File: config.mk
export PLATFORM = sky130hd
export DESIGN_NAME = glb_top
export DESIGN_NICKNAME = d
export VERILOG_FILES = /design/src/hdl/glb_cfg_pkg.sv /design/src/hdl/glb_port_pkg.sv /design/src/hdl/glb_prio_arb.sv /design/src/hdl/glb_port_map.sv /design/src/hdl/glb_bank_ram.sv /design/src/hdl/glb_top.sv
export VERILOG_INCLUDE_DIRS = /design/src /design/src/hdl
export SDC_FILE = /design/constraint.sdc
export NUM_CORES = 2
export LEC_CHECK = 0
export ABC_CLOCK_PERIOD_IN_PS = 7350
export BUFFER_PORTS_ARGS = -buffer_cell sky130_fd_sc_hd__buf_4
export CORE_MARGIN = 4
export CORE_UTILIZATION = 56
export DETAILED_ROUTE_END_ITERATION = 8
export PLACE_DENSITY = 0.75
export RECOVER_POWER = 50
export SLEW_MARGIN = 40
export SYNTH_ARGS = -nofsm -noshare
export SYNTH_HDL_FRONTEND = slang
export SYNTH_SLANG_ARGS = --single-unit
export TNS_END_PERCENT = 5
File: constraint.sdc
create_clock -name clk_i -period 7.35 [get_ports clk_i]
set_clock_uncertainty 0.1 [all_clocks]
set_input_delay 0.3675 -clock clk_i [delete_from_list [all_inputs] [get_ports clk_i]]
set_output_delay 0.3675 -clock clk_i [all_outputs]
set_load 0.1 [all_outputs]
File: src/hdl/glb_defs.svh
//==========================================================================
// Global buffer size macros
// Bank count and depth, data and address widths, port counts
//==========================================================================

`ifndef GLB_DEFS_SVH
`define GLB_DEFS_SVH

// Bank array
`define GLB_NUM_BANK      4
// Words per bank, must be a power of two
`define GLB_BANK_WORDS    16

// Datapath widths
`define GLB_DATA_W        32
`define GLB_ADDR_W        8

// Port counts
`define GLB_NUM_WRPORT    2
`define GLB_NUM_RDPORT    2

// Derived widths
`define GLB_OFFS_W        $clog2(`GLB_BANK_WORDS)
`define GLB_BANK_IDX_W    (`GLB_NUM_BANK > 1 ? $clog2(`GLB_NUM_BANK) : 1)

`endif

File: src/hdl/glb_cfg_pkg.sv
//==========================================================================
// Global buffer configuration types
// Per-port bank ownership masks
//==========================================================================

`default_nettype none

`include "glb_defs.svh"

package glb_cfg_pkg;

    // One bit per bank, set when the port owns that bank
    typedef logic [`GLB_NUM_BANK-1:0] glb_bank_mask_t;

    // Full static configuration
    // Owned banks of one port are expected to be contiguous
    typedef struct packed {
        glb_bank_mask_t [`GLB_NUM_WRPORT-1:0] wr_mask;
        glb_bank_mask_t [`GLB_NUM_RDPORT-1:0] rd_mask;
    } glb_cfg_t;

endpackage

`default_nettype wire

File: src/hdl/glb_port_pkg.sv
//==========================================================================
// Global buffer channel payloads
// Port write, port read-address, bank request and read-data structs
//==========================================================================

`default_nettype none

`include "glb_defs.svh"

package glb_port_pkg;

    // Write port beat
    typedef struct packed {
        logic [`GLB_ADDR_W-1:0] addr;
        logic [`GLB_DATA_W-1:0] data;
    } glb_wr_req_t;

    // Read-address beat
    typedef struct packed {
        logic [`GLB_ADDR_W-1:0] addr;
    } glb_rd_req_t;

    // Request as one bank sees it
    // data ignored for reads
    typedef struct packed {
        logic [`GLB_OFFS_W-1:0] word;
        logic [`GLB_DATA_W-1:0] data;
    } glb_bank_req_t;

    // Read-data beat
    typedef struct packed {
        logic [`GLB_DATA_W-1:0] data;
    } glb_rd_rsp_t;

endpackage

`default_nettype wire

File: src/hdl/glb_prio_arb.sv
//==========================================================================
// Fixed-priority arbiter
// Lowest set request wins, returned as an index with a valid flag
//==========================================================================

`timescale 1ns/10ps
`default_nettype none

`include "glb_defs.svh"

module glb_prio_arb #(
    parameter int  NUM_REQ = 4,
    localparam int IDX_W   = (NUM_REQ > 1) ? $clog2(NUM_REQ) : 1
) (
    input  wire logic [NUM_REQ-1:0] req_i,
    output logic      [IDX_W-1:0]   idx_o,
    output logic                    any_o
);

    // Scan downwards so the lowest set bit is the last one written
    always_comb begin
        idx_o = '0;
        any_o = 1'b0;
        for (int i = NUM_REQ - 1; i >= 0; i--) begin
            if (req_i[i]) begin
                idx_o = IDX_W'(i);
                any_o = 1'b1;
            end
        end
    end

    // Index must name a live request
    always_comb begin
        a_idx_set : assert #0 (!any_o || req_i[idx_o])
            else $error("glb_prio_arb: idx %0d not requesting", idx_o);
    end

endmodule

`default_nettype wire

File: src/hdl/glb_port_map.sv
//==========================================================================
// Port address to bank mapper
// Modulo reduction over owned banks, bank index and word offset split
//==========================================================================

`timescale 1ns/10ps
`default_nettype none

`include "glb_defs.svh"

module glb_port_map
    import glb_cfg_pkg::*;
#(
    parameter type payload_t = logic
) (
    input  wire logic                   clk_i,
    input  wire logic                   arst_n_i,
    input  wire glb_bank_mask_t         mask_i,
    input  wire logic [`GLB_ADDR_W-1:0] addr_i,
    input  wire payload_t               payload_i,
    input  wire logic                   valid_i,
    output glb_bank_mask_t              bank_hit_o,
    output logic [`GLB_OFFS_W-1:0]      word_o,
    output payload_t                    payload_o,
    output logic                        alloc_o
);

    localparam int OFFS_W  = `GLB_OFFS_W;
    localparam int IDX_W   = `GLB_BANK_IDX_W;
    localparam int CNT_W   = IDX_W + 1;
    localparam int SPACE_W = CNT_W + OFFS_W;

    logic [IDX_W-1:0]   first_idx;
    logic [CNT_W-1:0]   bank_cnt;
    logic [SPACE_W-1:0] space;
    logic [SPACE_W-1:0] addr_mod;
    logic [IDX_W-1:0]   bank_idx;

    // First owned bank, any_o doubles as the allocated flag
    glb_prio_arb #(
        .NUM_REQ (`GLB_NUM_BANK)
    ) u_first_bank (
        .req_i (mask_i),
        .idx_o (first_idx),
        .any_o (alloc_o)
    );

    // Owned bank count
    always_comb begin
        bank_cnt = '0;
        for (int b = 0; b < `GLB_NUM_BANK; b++) begin
            bank_cnt = bank_cnt + CNT_W'(mask_i[b]);
        end
    end

    // Linear space of the port, one bank when unowned to keep the divisor nonzero
    assign space    = alloc_o ? {bank_cnt, {OFFS_W{1'b0}}} : SPACE_W'(`GLB_BANK_WORDS);
    assign addr_mod = SPACE_W'(addr_i % space);

    // Upper bits pick the bank relative to the first owned one
    assign bank_idx = first_idx + IDX_W'(addr_mod[SPACE_W-1:OFFS_W]);
    assign word_o   = addr_mod[OFFS_W-1:0];

    // One-hot target, empty without a request or without ownership
    assign bank_hit_o = (valid_i && alloc_o) ? (glb_bank_mask_t'(1) << bank_idx) : '0;

    assign payload_o = payload_i;

    // Target bank stays inside the owned range
    a_hit_in_mask : assert property (@(posedge clk_i) disable iff (!arst_n_i)
        valid_i |-> ($onehot0(bank_hit_o) && ((bank_hit_o & ~mask_i) == '0)))
        else $error("glb_port_map: hit %b outside mask %b", bank_hit_o, mask_i);

endmodule

`default_nettype wire

File: src/hdl/glb_bank_ram.sv
//==========================================================================
// Single-port SRAM bank with valid/ready channels
// Write, read-address and read-data with a pending-data hold
//==========================================================================

`timescale 1ns/10ps
`default_nettype none

`include "glb_defs.svh"

module glb_bank_ram
    import glb_port_pkg::*;
(
    input  wire logic                   clk_i,
    input  wire logic                   arst_n_i,
    // Write channel
    input  wire logic                   wvalid_i,
    output logic                        wready_o,
    input  wire glb_bank_req_t          wreq_i,
    // Read-address channel
    input  wire logic                   arvalid_i,
    output logic                        arready_o,
    input  wire logic [`GLB_OFFS_W-1:0] araddr_i,
    // Read-data channel
    output logic                        rvalid_o,
    input  wire logic                   rready_i,
    output glb_rd_rsp_t                 rdata_o
);

    logic [`GLB_DATA_W-1:0] mem [`GLB_BANK_WORDS];
    glb_rd_rsp_t            rdata_q;
    logic                   rvalid_q;
    logic                   wr_fire;
    logic                   rd_fire;

    //======================================================================
    // Handshakes
    //======================================================================

    // Writes are never stalled
    assign wready_o = 1'b1;
    assign wr_fire  = wvalid_i & wready_o;

    // Single port, so a write takes the cycle
    // Held data also blocks the next address
    assign arready_o = ~(rvalid_q & ~rready_i) & ~wr_fire;
    assign rd_fire   = arvalid_i & arready_o;

    //======================================================================
    // Array and read register
    //======================================================================

    always_ff @(posedge clk_i) begin
        if (wr_fire) begin
            mem[wreq_i.word] <= wreq_i.data;
        end
    end

    // Loads only on an accepted address, so data holds while stalled
    always_ff @(posedge clk_i) begin
        if (rd_fire) begin
            rdata_q.data <= mem[araddr_i];
        end
    end

    always_ff @(posedge clk_i or negedge arst_n_i) begin
        if (!arst_n_i) begin
            rvalid_q <= 1'b0;
        end else if (rd_fire) begin
            rvalid_q <= 1'b1;
        end else if (rready_i) begin
            rvalid_q <= 1'b0;
        end
    end

    assign rvalid_o = rvalid_q;
    assign rdata_o  = rdata_q;

    // Read data is held until taken
    a_rvalid_hold : assert property (@(posedge clk_i) disable iff (!arst_n_i)
        rvalid_o && !rready_i |=> rvalid_o && $stable(rdata_o))
        else $error("glb_bank_ram: read data dropped without rready");

endmodule

`default_nettype wire

File: src/hdl/glb_top.sv
//==========================================================================
// Global buffer top level
// Banks with owner arbiters, port mappers, read-return steering
// and per-port outstanding read tracking
//==========================================================================

`timescale 1ns/10ps
`default_nettype none

`include "glb_defs.svh"

module glb_top
    import glb_cfg_pkg::*;
    import glb_port_pkg::*;
(
    input  wire logic                                     clk_i,
    input  wire logic                                     arst_n_i,
    // Static while traffic runs
    input  wire glb_cfg_t                                 cfg_i,
    // Write channel
    input  wire glb_wr_req_t [`GLB_NUM_WRPORT-1:0]        wr_req_i,
    input  wire logic        [`GLB_NUM_WRPORT-1:0]        wr_valid_i,
    output logic             [`GLB_NUM_WRPORT-1:0]        wr_ready_o,
    // Read-address channel
    input  wire glb_rd_req_t [`GLB_NUM_RDPORT-1:0]        rd_req_i,
    input  wire logic        [`GLB_NUM_RDPORT-1:0]        rd_valid_i,
    output logic             [`GLB_NUM_RDPORT-1:0]        rd_ready_o,
    // Read-data channel
    output glb_rd_rsp_t      [`GLB_NUM_RDPORT-1:0]        rd_rsp_o,
    output logic             [`GLB_NUM_RDPORT-1:0]        rd_rsp_valid_o,
    input  wire logic        [`GLB_NUM_RDPORT-1:0]        rd_rsp_ready_i
);

    localparam int NB     = `GLB_NUM_BANK;
    localparam int NW     = `GLB_NUM_WRPORT;
    localparam int NR     = `GLB_NUM_RDPORT;
    localparam int OFFS_W = `GLB_OFFS_W;
    localparam int WP_W   = (NW > 1) ? $clog2(NW) : 1;
    localparam int RP_W   = (NR > 1) ? $clog2(NR) : 1;

    // Port side
    glb_bank_mask_t [NW-1:0]   wr_hit;
    logic [NW-1:0][OFFS_W-1:0] wr_word;
    glb_wr_req_t [NW-1:0]      wr_pay;
    logic [NW-1:0]             wr_alloc;
    glb_bank_mask_t [NW-1:0]   wr_gnt;
    glb_bank_mask_t [NR-1:0]   rd_hit;
    logic [NR-1:0][OFFS_W-1:0] rd_word;
    logic [NR-1:0]             rd_alloc;
    glb_bank_mask_t [NR-1:0]   rd_gnt;
    logic [NR-1:0]             rd_addr_fire;
    logic [NR-1:0]             rd_rsp_fire;
    // One read in flight per port, with its bank one-hot
    logic [NR-1:0]             rd_out_q;
    glb_bank_mask_t [NR-1:0]   rd_sel_q;

    // Bank side
    logic [NB-1:0][WP_W-1:0]   wr_own_idx;
    logic [NB-1:0]             wr_own_any;
    logic [NB-1:0][RP_W-1:0]   rd_own_idx;
    logic [NB-1:0]             rd_own_any;
    glb_bank_mask_t            bank_wready;
    glb_bank_mask_t            bank_arready;
    glb_bank_mask_t            bank_rvalid;
    glb_rd_rsp_t [NB-1:0]      bank_rdata;

    //======================================================================
    // Port mappers
    //======================================================================

    for (genvar p = 0; p < NW; p++) begin : g_wr_port
        glb_port_map #(
            .payload_t (glb_wr_req_t)
        ) u_map (
            .clk_i      (clk_i),
            .arst_n_i   (arst_n_i),
            .mask_i     (cfg_i.wr_mask[p]),
            .addr_i     (wr_req_i[p].addr),
            .payload_i  (wr_req_i[p]),
            .valid_i    (wr_valid_i[p]),
            .bank_hit_o (wr_hit[p]),
            .word_o     (wr_word[p]),
            .payload_o  (wr_pay[p]),
            .alloc_o    (wr_alloc[p])
        );

        // Ready only from a bank this port actually owns
        assign wr_ready_o[p] = wr_alloc[p] & |(wr_hit[p] & wr_gnt[p] & bank_wready);
    end

    for (genvar p = 0; p < NR; p++) begin : g_rd_port
        // address already split out, payload not needed downstream
        glb_port_map #(
            .payload_t (glb_rd_req_t)
        ) u_map (
            .clk_i      (clk_i),
            .arst_n_i   (arst_n_i),
            .mask_i     (cfg_i.rd_mask[p]),
            .addr_i     (rd_req_i[p].addr),
            .payload_i  (rd_req_i[p]),
            .valid_i    (rd_valid_i[p]),
            .bank_hit_o (rd_hit[p]),
            .word_o     (rd_word[p]),
            .payload_o  (),
            .alloc_o    (rd_alloc[p])
        );

        assign rd_ready_o[p] = rd_alloc[p] & ~rd_out_q[p]
                             & |(rd_hit[p] & rd_gnt[p] & bank_arready);
        assign rd_rsp_valid_o[p] = rd_out_q[p] & |(rd_sel_q[p] & bank_rvalid);

        // Returned data holds across back-pressure
        a_rsp_hold : assert property (@(posedge clk_i) disable iff (!arst_n_i)
            rd_rsp_valid_o[p] && !rd_rsp_ready_i[p]
            |=> rd_rsp_valid_o[p] && $stable(rd_rsp_o[p]))
            else $error("glb_top: read port %0d data changed while stalled", p);
    end

    assign rd_addr_fire = rd_valid_i & rd_ready_o;
    assign rd_rsp_fire  = rd_rsp_valid_o & rd_rsp_ready_i;

    // Port to bank grants from the owner arbiters
    always_comb begin
        for (int b = 0; b < NB; b++) begin
            for (int p = 0; p < NW; p++) begin
                wr_gnt[p][b] = wr_own_any[b] && (wr_own_idx[b] == WP_W'(p));
            end
            for (int p = 0; p < NR; p++) begin
                rd_gnt[p][b] = rd_own_any[b] && (rd_own_idx[b] == RP_W'(p));
            end
        end
    end

    //======================================================================
    // Banks and owner arbitration
    //======================================================================

    for (genvar b = 0; b < NB; b++) begin : g_bank
        logic [NW-1:0]     wr_claim;
        logic [NR-1:0]     rd_claim;
        glb_bank_req_t     wreq;
        logic              wvalid;
        logic              arvalid;
        logic [OFFS_W-1:0] araddr;
        logic              rready;

        // Ports claiming this bank
        always_comb begin
            for (int p = 0; p < NW; p++) begin
                wr_claim[p] = cfg_i.wr_mask[p][b];
            end
            for (int p = 0; p < NR; p++) begin
                rd_claim[p] = cfg_i.rd_mask[p][b];
            end
        end

        glb_prio_arb #(
            .NUM_REQ (NW)
        ) u_wr_arb (
            .req_i (wr_claim),
            .idx_o (wr_own_idx[b]),
            .any_o (wr_own_any[b])
        );

        glb_prio_arb #(
            .NUM_REQ (NR)
        ) u_rd_arb (
            .req_i (rd_claim),
            .idx_o (rd_own_idx[b]),
            .any_o (rd_own_any[b])
        );

        // Owner's mapper drives the bank
        assign wvalid    = wr_own_any[b] & wr_hit[wr_own_idx[b]][b];
        assign wreq.word = wr_word[wr_own_idx[b]];
        assign wreq.data = wr_pay[wr_own_idx[b]].data;

        // Gated by outstanding so bank and port handshakes coincide
        assign arvalid = rd_own_any[b] & rd_hit[rd_own_idx[b]][b] & ~rd_out_q[rd_own_idx[b]];
        assign araddr  = rd_word[rd_own_idx[b]];
        assign rready  = rd_rsp_ready_i[rd_own_idx[b]];

        glb_bank_ram u_ram (
            .clk_i     (clk_i),
            .arst_n_i  (arst_n_i),
            .wvalid_i  (wvalid),
            .wready_o  (bank_wready[b]),
            .wreq_i    (wreq),
            .arvalid_i (arvalid),
            .arready_o (bank_arready[b]),
            .araddr_i  (araddr),
            .rvalid_o  (bank_rvalid[b]),
            .rready_i  (rready),
            .rdata_o   (bank_rdata[b])
        );
    end

    //======================================================================
    // Read return steering
    //======================================================================

    // Outstanding flag and bank latched at the address handshake
    always_ff @(posedge clk_i or negedge arst_n_i) begin
        if (!arst_n_i) begin
            rd_out_q <= '0;
            rd_sel_q <= '0;
        end else begin
            for (int p = 0; p < NR; p++) begin
                if (rd_addr_fire[p]) begin
                    rd_out_q[p] <= 1'b1;
                    rd_sel_q[p] <= rd_hit[p];
                end else if (rd_rsp_fire[p]) begin
                    rd_out_q[p] <= 1'b0;
                end
            end
        end
    end

    // Data from the latched bank
    always_comb begin
        for (int p = 0; p < NR; p++) begin
            rd_rsp_o[p] = '0;
            for (int b = 0; b < NB; b++) begin
                if (rd_sel_q[p][b]) begin
                    rd_rsp_o[p] = bank_rdata[b];
                end
            end
        end
    end

endmodule

`default_nettype wire

Word-level counts from Yosys, hierarchy flattened
Memory sizes are Yosys's and may differ from the RTL's. A register that Yosys moved wholly into a read port is not among the register bits.
Index checks and enable logic that the tools add are counted.
W data, S select, Z words.

storage, ports and cells
  register bits after elaboration = 14
  bits in writable memories = 2048
  input port bits = 120
  output and inout bits = 70
  word-level logic and storage cells = 290
  memories = 4

memories
  memory               words  bits a word  rd ports  clocked after memory_dff  wr ports  line                text
  g_bank[0].u_ram.mem  16     32           1         1                         1         glb_bank_ram.sv:30  logic [`GLB_DATA_W-1:0] mem [`GLB_BANK_WORDS];
  g_bank[1].u_ram.mem  16     32           1         1                         1         glb_bank_ram.sv:30
  g_bank[2].u_ram.mem  16     32           1         1                         1         glb_bank_ram.sv:30
  g_bank[3].u_ram.mem  16     32           1         1                         1         glb_bank_ram.sv:30

operators by class
  add/sub/neg operators = 16
  div/mod/pow operators = 4
  $lt $le $gt $ge = 8
  shifts and indexed selects = 4
  multiplexer cells = 146
  bitwise gates (word level) = 68
  reduce and logical (&&, ||, !) cells = 32

operators by type and width
  kind                   count
  $mux W32               16
  $mux W4                24
  $mux W1                78
  $mux W2                20
  $and A1 B1 Y1          32
  $and A4 B4 Y4          8
  $mod A8 B7 Y8          4
  $mux W7                4
  $not A1 Y1             26
  $add A3 B1 Y3          8
  $reduce_or A4 Y1       6
  $logic_and A1 B1 Y1    20
  $lt A1 B2 Y1 const B   8
  $shl A1 B2 Y4 const A  4
  $mux W3                4
  $reduce_bool A2 Y1     6
  $add A1 B1 Y2          4
  $add A2 B2 Y2          4
  $and A2 B2 Y2          2

Depth between registers and ports, before layout
  word-level depth = 19
  depth in mapped cells = 31
  depth with buffers taken out = 31

Modules after synthesis
From an unflattened synthesis, not the netlist that was laid out.

unflattened totals
  cells, all modules = 4453
  area, all modules = 88801.4 sq um

by module, submodules not included
  module                                               instances  cells an instance  area each (sq um)  sequential area each (sq um)
  glb_bank_ram                                         4          846                20218.1            16360.7
  glb_top                                              1          633                4735.8             250.2
  glb_port_map at g_wr_port[0].u_map ...               2          115                867.1              0.0
  glb_port_map at g_rd_port[0].u_map ...               2          81                 609.3              0.0
  glb_prio_arb at g_rd_port[0].u_map.u_first_bank ...  4          7                  35.0               0.0
  glb_prio_arb at g_bank[0].u_rd_arb ...               8          2                  12.5               0.0

Worst setup path before layout
Ideal clock, no wire load.

  path type = in2reg
  start = in cfg_i[12] in the netlist's numbering
  end = reg, netlist name g_bank[1].u_ram.rdata_o[0]
  setup time = 0.467 ns
  arrival time = 8.830 ns
  data required time = 6.783 ns
  setup slack = -2.048 ns
  cell stages on the path = 28
  path buffers = 0
  cells stage by stage = ha_1 > fa_1 > nor2_1 > ha_1 > o21ai_0 > o21a_1 > ha_1 > nor4b_1 > o21a_1 > nor2_1 > ha_1 > a21oi_1 > a21oi_1 > or2_2 > ha_1 > o21a_1 > o21a_1 > a311o_1 > a311oi_4 > mux2i_1 > ha_1 > or4_1 > a211o_1 > nand3_1 > mux2i_1 > nor3_4 > nand3_2 > o21ai_0

on the way
  word-level cells in the longest chain between the ends = 14
  elaborated cells between the ends (all ways) = 17
  those cells by class = 4 x add/sub; 1 x div; 1 x shift; 6 x mux; 4 x bitwise; 1 x reduce/logical

RTL lines
  what                                            line                text
  start, declared                                 glb_top.sv:19       input wire glb_cfg_t cfg_i,
  $add A1 B1 Y2                                   glb_port_map.sv:52  bank_cnt = bank_cnt + CNT_W'(mask_i[b]);
  $add A3 B1 Y3 (2 in a row)                      glb_port_map.sv:52
  $mux W7                                         glb_port_map.sv:57  assign space = alloc_o ? {bank_cnt, {OFFS_W{1'b0}}} : SPACE_W'(`GLB_BANK_WORDS);
  $mod A8 B7 Y8                                   glb_port_map.sv:58  assign addr_mod = SPACE_W'(addr_i % space);
  $add A2 B2 Y2                                   glb_port_map.sv:61  assign bank_idx = first_idx + IDX_W'(addr_mod[SPACE_W-1:OFFS_W]);
  $shl A1 B2 Y4                                   glb_port_map.sv:65  assign bank_hit_o = (valid_i && alloc_o) ? (glb_bank_mask_t'(1) << bank_idx) : '0;
  $mux W4 (*)                                     glb_port_map.sv:65
  $mux W2 (implied by the code) (*) (2 in a row)  glb_top.sv:174      assign wvalid = wr_own_any[b] & wr_hit[wr_own_idx[b]][b];
  $and A1 B1 Y1 (*)                               glb_top.sv:174
  $not A1 Y1 (*)                                  glb_bank_ram.sv:46  assign arready_o = ~(rvalid_q & ~rready_i) & ~wr_fire;
  $and A1 B1 Y1 (*)                               glb_bank_ram.sv:46
  $and A1 B1 Y1 (*)                               glb_bank_ram.sv:47  assign rd_fire = arvalid_i & arready_o;
  via g_bank[1].u_ram.rd_fire                     glb_bank_ram.sv:34  logic rd_fire;

The timed path passes the listed nets; every way through them passes the cells marked *. The select of a mux whose other input is x is not followed.
A chain may end at the register's enable or synchronous reset.

Worst setup path after layout
  start = in cfg_i[13] in the netlist's numbering
  end = out rd_ready_o[0]

on the way
  word-level cells in the longest chain between the ends = 16
  elaborated cells between the ends (all ways) = 39
  those cells by class = 4 x add/sub; 1 x div; 1 x shift; 17 x mux; 14 x bitwise; 2 x reduce/logical

RTL lines
  what                                                                line                text
  $add A1 B1 Y2                                                       glb_port_map.sv:52
  $add A3 B1 Y3 (2 in a row)                                          glb_port_map.sv:52
  $mux W7                                                             glb_port_map.sv:57
  $mod A8 B7 Y8                                                       glb_port_map.sv:58
  $add A2 B2 Y2                                                       glb_port_map.sv:61
  $shl A1 B2 Y4                                                       glb_port_map.sv:65
  $mux W4                                                             glb_port_map.sv:65
  $mux W1 (implied by the code) (tied with other cells) (2 in a row)  glb_top.sv:174
  $and A1 B1 Y1                                                       glb_top.sv:174
  $not A1 Y1                                                          glb_bank_ram.sv:46
  $and A1 B1 Y1                                                       glb_bank_ram.sv:46
  $and A4 B4 Y4 (*)                                                   glb_top.sv:109      & |(rd_hit[p] & rd_gnt[p] & bank_arready);
  $reduce_or A4 Y1 (*)                                                glb_top.sv:109
  $and A1 B1 Y1 (*)                                                   glb_top.sv:109
  end, declared                                                       glb_top.sv:27       output logic [`GLB_NUM_RDPORT-1:0] rd_ready_o,

Mark *: on every way between the ends. The rest lies on a longest branch, timed or not. The select of a mux whose other input is x is not followed.

==> flow_metrics.tcl <==
set metrics [dict create \
    ant_nets 0 \
    grt_setup_unrepaired "yes" \
    period_share_pct 106 \
    cts_inserted_buffers 206 \
    final_area_um2 104000 \
    failed_checks "max-capacitance violations, max-slew violations, negative setup slack" \
    critPathCaptureType "output pin" \
    clkTransAtPathRegs_ps 60 \
    yosysWarnings 0 \
    drt_iter0_drc 7536 \
    cts_sinks 2190 \
    finalSetupViolCount 35 \
    nets 5361 \
    final_cell_mix "edfxtp_1 (2176), mux4_2 (513), nand2_1 (447)" \
    fin_ws_ps -446 \
    max_freq_mhz 128 \
    r2r_slack_ps 4380 \
    area_delta_synth_final_pct 16.2 \
    syn-cell-area_um2 89100 \
    core-area_um2 158000 \
    p_leak_nw 33.1 \
    critical_path.startpoint "cfg_i[13]" \
    start_util_pct 56.3 \
    drive_above_1_share_pct 27.1 \
    critPathKind "in2out" \
    p_per_area_nw_per_um2 315 \
    hold_depth 4 \
    hold_path_class "in2reg" \
    track_usage_pct 30.4 \
    layout_min_cycle_time_ps 7800 \
    yosys_most_used_dff "edfxtp_1" \
    synth-edff-count 2176 \
    cp_slowest_stage_delay_ps 610 \
    status "finished, violations left" \
    cts_tree "done" \
    die_y_um 407 \
    clock_latency_ps 840 \
    grt_pass1_wl_um 356000 \
    async_flop_share_pct 0.639 \
    cts_buffer_depth 3 \
    holdCritStartpoint "rd_valid_i[0]" \
    portBuffers 189 \
    max-cap-violations 14 \
    num_rows 146 \
    antenna_found_initial 35 \
    fp.dieW_um 407 \
    ys_seq_area_share_pct 73.8 \
    drv_slew 581 \
    ir_worst_vdd_mv 0.535 \
    grt.overflow.total 0 \
    ctsRootBufferMaster "clkbuf_16" \
    drc_errors 0 \
    first_pass_iters 8 \
    dp.cells 7020 \
    via_count 50100 \
    die_area_um2 165000 \
    reg2reg_depth 4 \
    wirelength_um 249000 \
    htree_levels 4 \
    start_kind "input port" \
    syn_inst 4734 \
    worstMarginPinSlew_ps 4770 \
    syn_avg_cell_area_um2 18.8 \
    fin_cells 7461 \
    hold_end "rd_sel_q[2]" \
    hold_viol 0 \
    maxSlewHeadroom_pct -218 \
    path_max_fanout 5 \
    wl_per_cell_um 33.4 \
    whs_ps 127 \
    grt_pass1_vias 49000 \
    vias_per_cell 6.71 \
    ys_ff_latch 2190 \
    r2r-end "rd_out_q[1]" \
    grt_max_degree 129 \
    worstPathArrival_ps 7330 \
    crit_top_cell "ha_4" \
    pre_cts_slack_ps -563 \
    worstPathRequired_ps 6880 \
    r2r_start "rd_sel_q[5]" \
    synth.net_count 4906 \
    final_common_cell "edfxtp_1" \
    placed_area_um2 96700 \
    place.detailed.hpwl_um 160000 \
    cpMaxStageDelayCell "nor3_4" \
    synth_cell_type_count 77 \
    io_pins 190 \
    gp_congestion 0.989 \
]
-- cells by family (layout without fill, tap and decap cells) --
kind of cell | Yosys count | count (layout) | share of synthesized area, %
compound gates | 641 | 641 | 4.78
xor+xnor | 10 | 10 | 0.129
fa+ha+maj | 52 | 52 | 0.764
buf+inv | 292 | 914 | 1.30
flops | 2190 | 2190 | 73.8
mux | 636 | 636 | 14.5
other cells | 0 | 33 | 0
simple gates | 913 | 913 | 4.78
-- worst max-delay path: cells and delay by family --
| kind | cells | cell delay (ps) |
|---|---|---|
| multiplexers | 1 | 120 |
| adder cells (fa/ha/maj) | 7 | 1930 |
| buffers and inverters | 3 | 410 |
| AND/OR/NAND/NOR | 10 | 2220 |
| AO/OA/AOI/OAI | 11 | 2240 |
-- synth_stat cells, types with 4 or more instances --
| cell | count | share of area [%] |
|---|---|---|
| buf_1 | 33 | 0.14 |
| or2_2 | 19 | 0.13 |
| nor3b_1 | 4 | 0.034 |
| nor3_1 | 27 | 0.15 |
| buf_2 | 49 | 0.28 |
| o211ai_1 | 6 | 0.051 |
| nand2b_1 | 17 | 0.12 |
| o21ai_0 | 123 | 0.69 |
| a22oi_1 | 5 | 0.042 |
| a31oi_1 | 135 | 0.95 |
| nand2_1 | 450 | 1.9 |
| nor2b_1 | 12 | 0.084 |
| inv_1 | 17 | 0.072 |
| xnor2_1 | 6 | 0.059 |
| and2_0 | 8 | 0.056 |
| nor4_1 | 5 | 0.035 |
| o21a_1 | 28 | 0.24 |
| a221o_1 | 31 | 0.35 |
| a21oi_1 | 126 | 0.71 |
| a211oi_1 | 129 | 1.1 |
| mux4_2 | 513 | 13 |
| and3_1 | 42 | 0.29 |
| clkbuf_1 | 193 | 0.81 |
| fa_1 | 4 | 0.090 |
| nand3_1 | 16 | 0.090 |
| edfxtp_1 | 2176 | 73 |
| a21o_1 | 12 | 0.10 |
| nor4b_1 | 5 | 0.049 |
| mux2_2 | 102 | 1.3 |
| nand4_1 | 5 | 0.035 |
| o211a_1 | 4 | 0.045 |
| mux2i_1 | 20 | 0.22 |
| and2_1 | 128 | 0.90 |
| o21ai_1 | 4 | 0.022 |
| dfrtp_1 | 14 | 0.39 |
| ha_1 | 48 | 0.67 |
| nor2_1 | 154 | 0.65 |
-- cell type report --
cell class	count	area (um^2)
multi-input combinational	2252	23200
inverter	17	63.8
sequential	2190	65700
fill	10200	54700
tap	2072	2590
timing repair buffer	522	5370
clock buffer	254	5340
antenna	33	82.6
clock inverter	121	1160
-- power by group --
part	switching [W]	internal [W]	total [W]
Combinational	0.00536	0.00228	0.00764
Clock	0.00458	0.00573	0.0103
Sequential	0.000270	0.0144	0.0147
Total	0.0102	0.0224	0.0327
-- sequential cells by signal, indices dropped and copies added, names as in the netlist --
name and flops:
g_bank.u_ram.mem 2048, g_bank.u_ram.rdata_o 128, g_bank.u_ram.rvalid_o 4, rd_out_q 2
rd_sel_q 8
-- routing by layer --
metal	track usage [%]	vias to the layer above	routed length [um]	share of wire, %
met4	10.8	18	10500	4.2
met5	0	-	242	0.097
met3	10.7	560	35900	14
li1	-	20300	-	-
met1	42.4	25700	89500	36
met2	45.1	3530	113000	45
-- repair_timing --
| item | in CTS | in global routing |
|---|---|---|
| resized for setup | 15 | 27 |
| gates cloned | 0 | 3 |
| pin swaps | 29 | 28 |
| setup endpoints to repair | 3 | 39 |
| hold buffers | 6 | 0 |
| hold endpoints to repair | 23 | 0 |
| setup buffers | 22 | 4 |
-- metrics by stage --
| stage | utilization [%] | power (W) | setup TNS (ps) |
|---|---|---|---|
| 2_1_floorplan | - | 0.0196 | -301390 |
| 3_3_place_gp | 61.0 | 0.0221 | -561010 |
| 3_5_place_dp | 61.1 | 0.0222 | -632810 |
| 4_1_cts | 65.4 | 0.0325 | -5470 |
| 5_1_grt | 65.4 | 0.0336 | -22280 |
| 6_report | 65.4 | 0.0327 | -10090 |
-- worst max-delay path by stage --
stage	endpoint	slack, ps	cells past startpoint
floorplan	rd_sel_q[4]	-290	29
global placement	rd_ready_o[0]	-570	31
detailed placement	rd_ready_o[0]	-560	31
CTS	rd_ready_o[0]	-250	31
global route	rd_ready_o[0]	-640	31
finish	rd_ready_o[0]	-450	32
No activity file was read; power rests on OpenSTA's default activity.
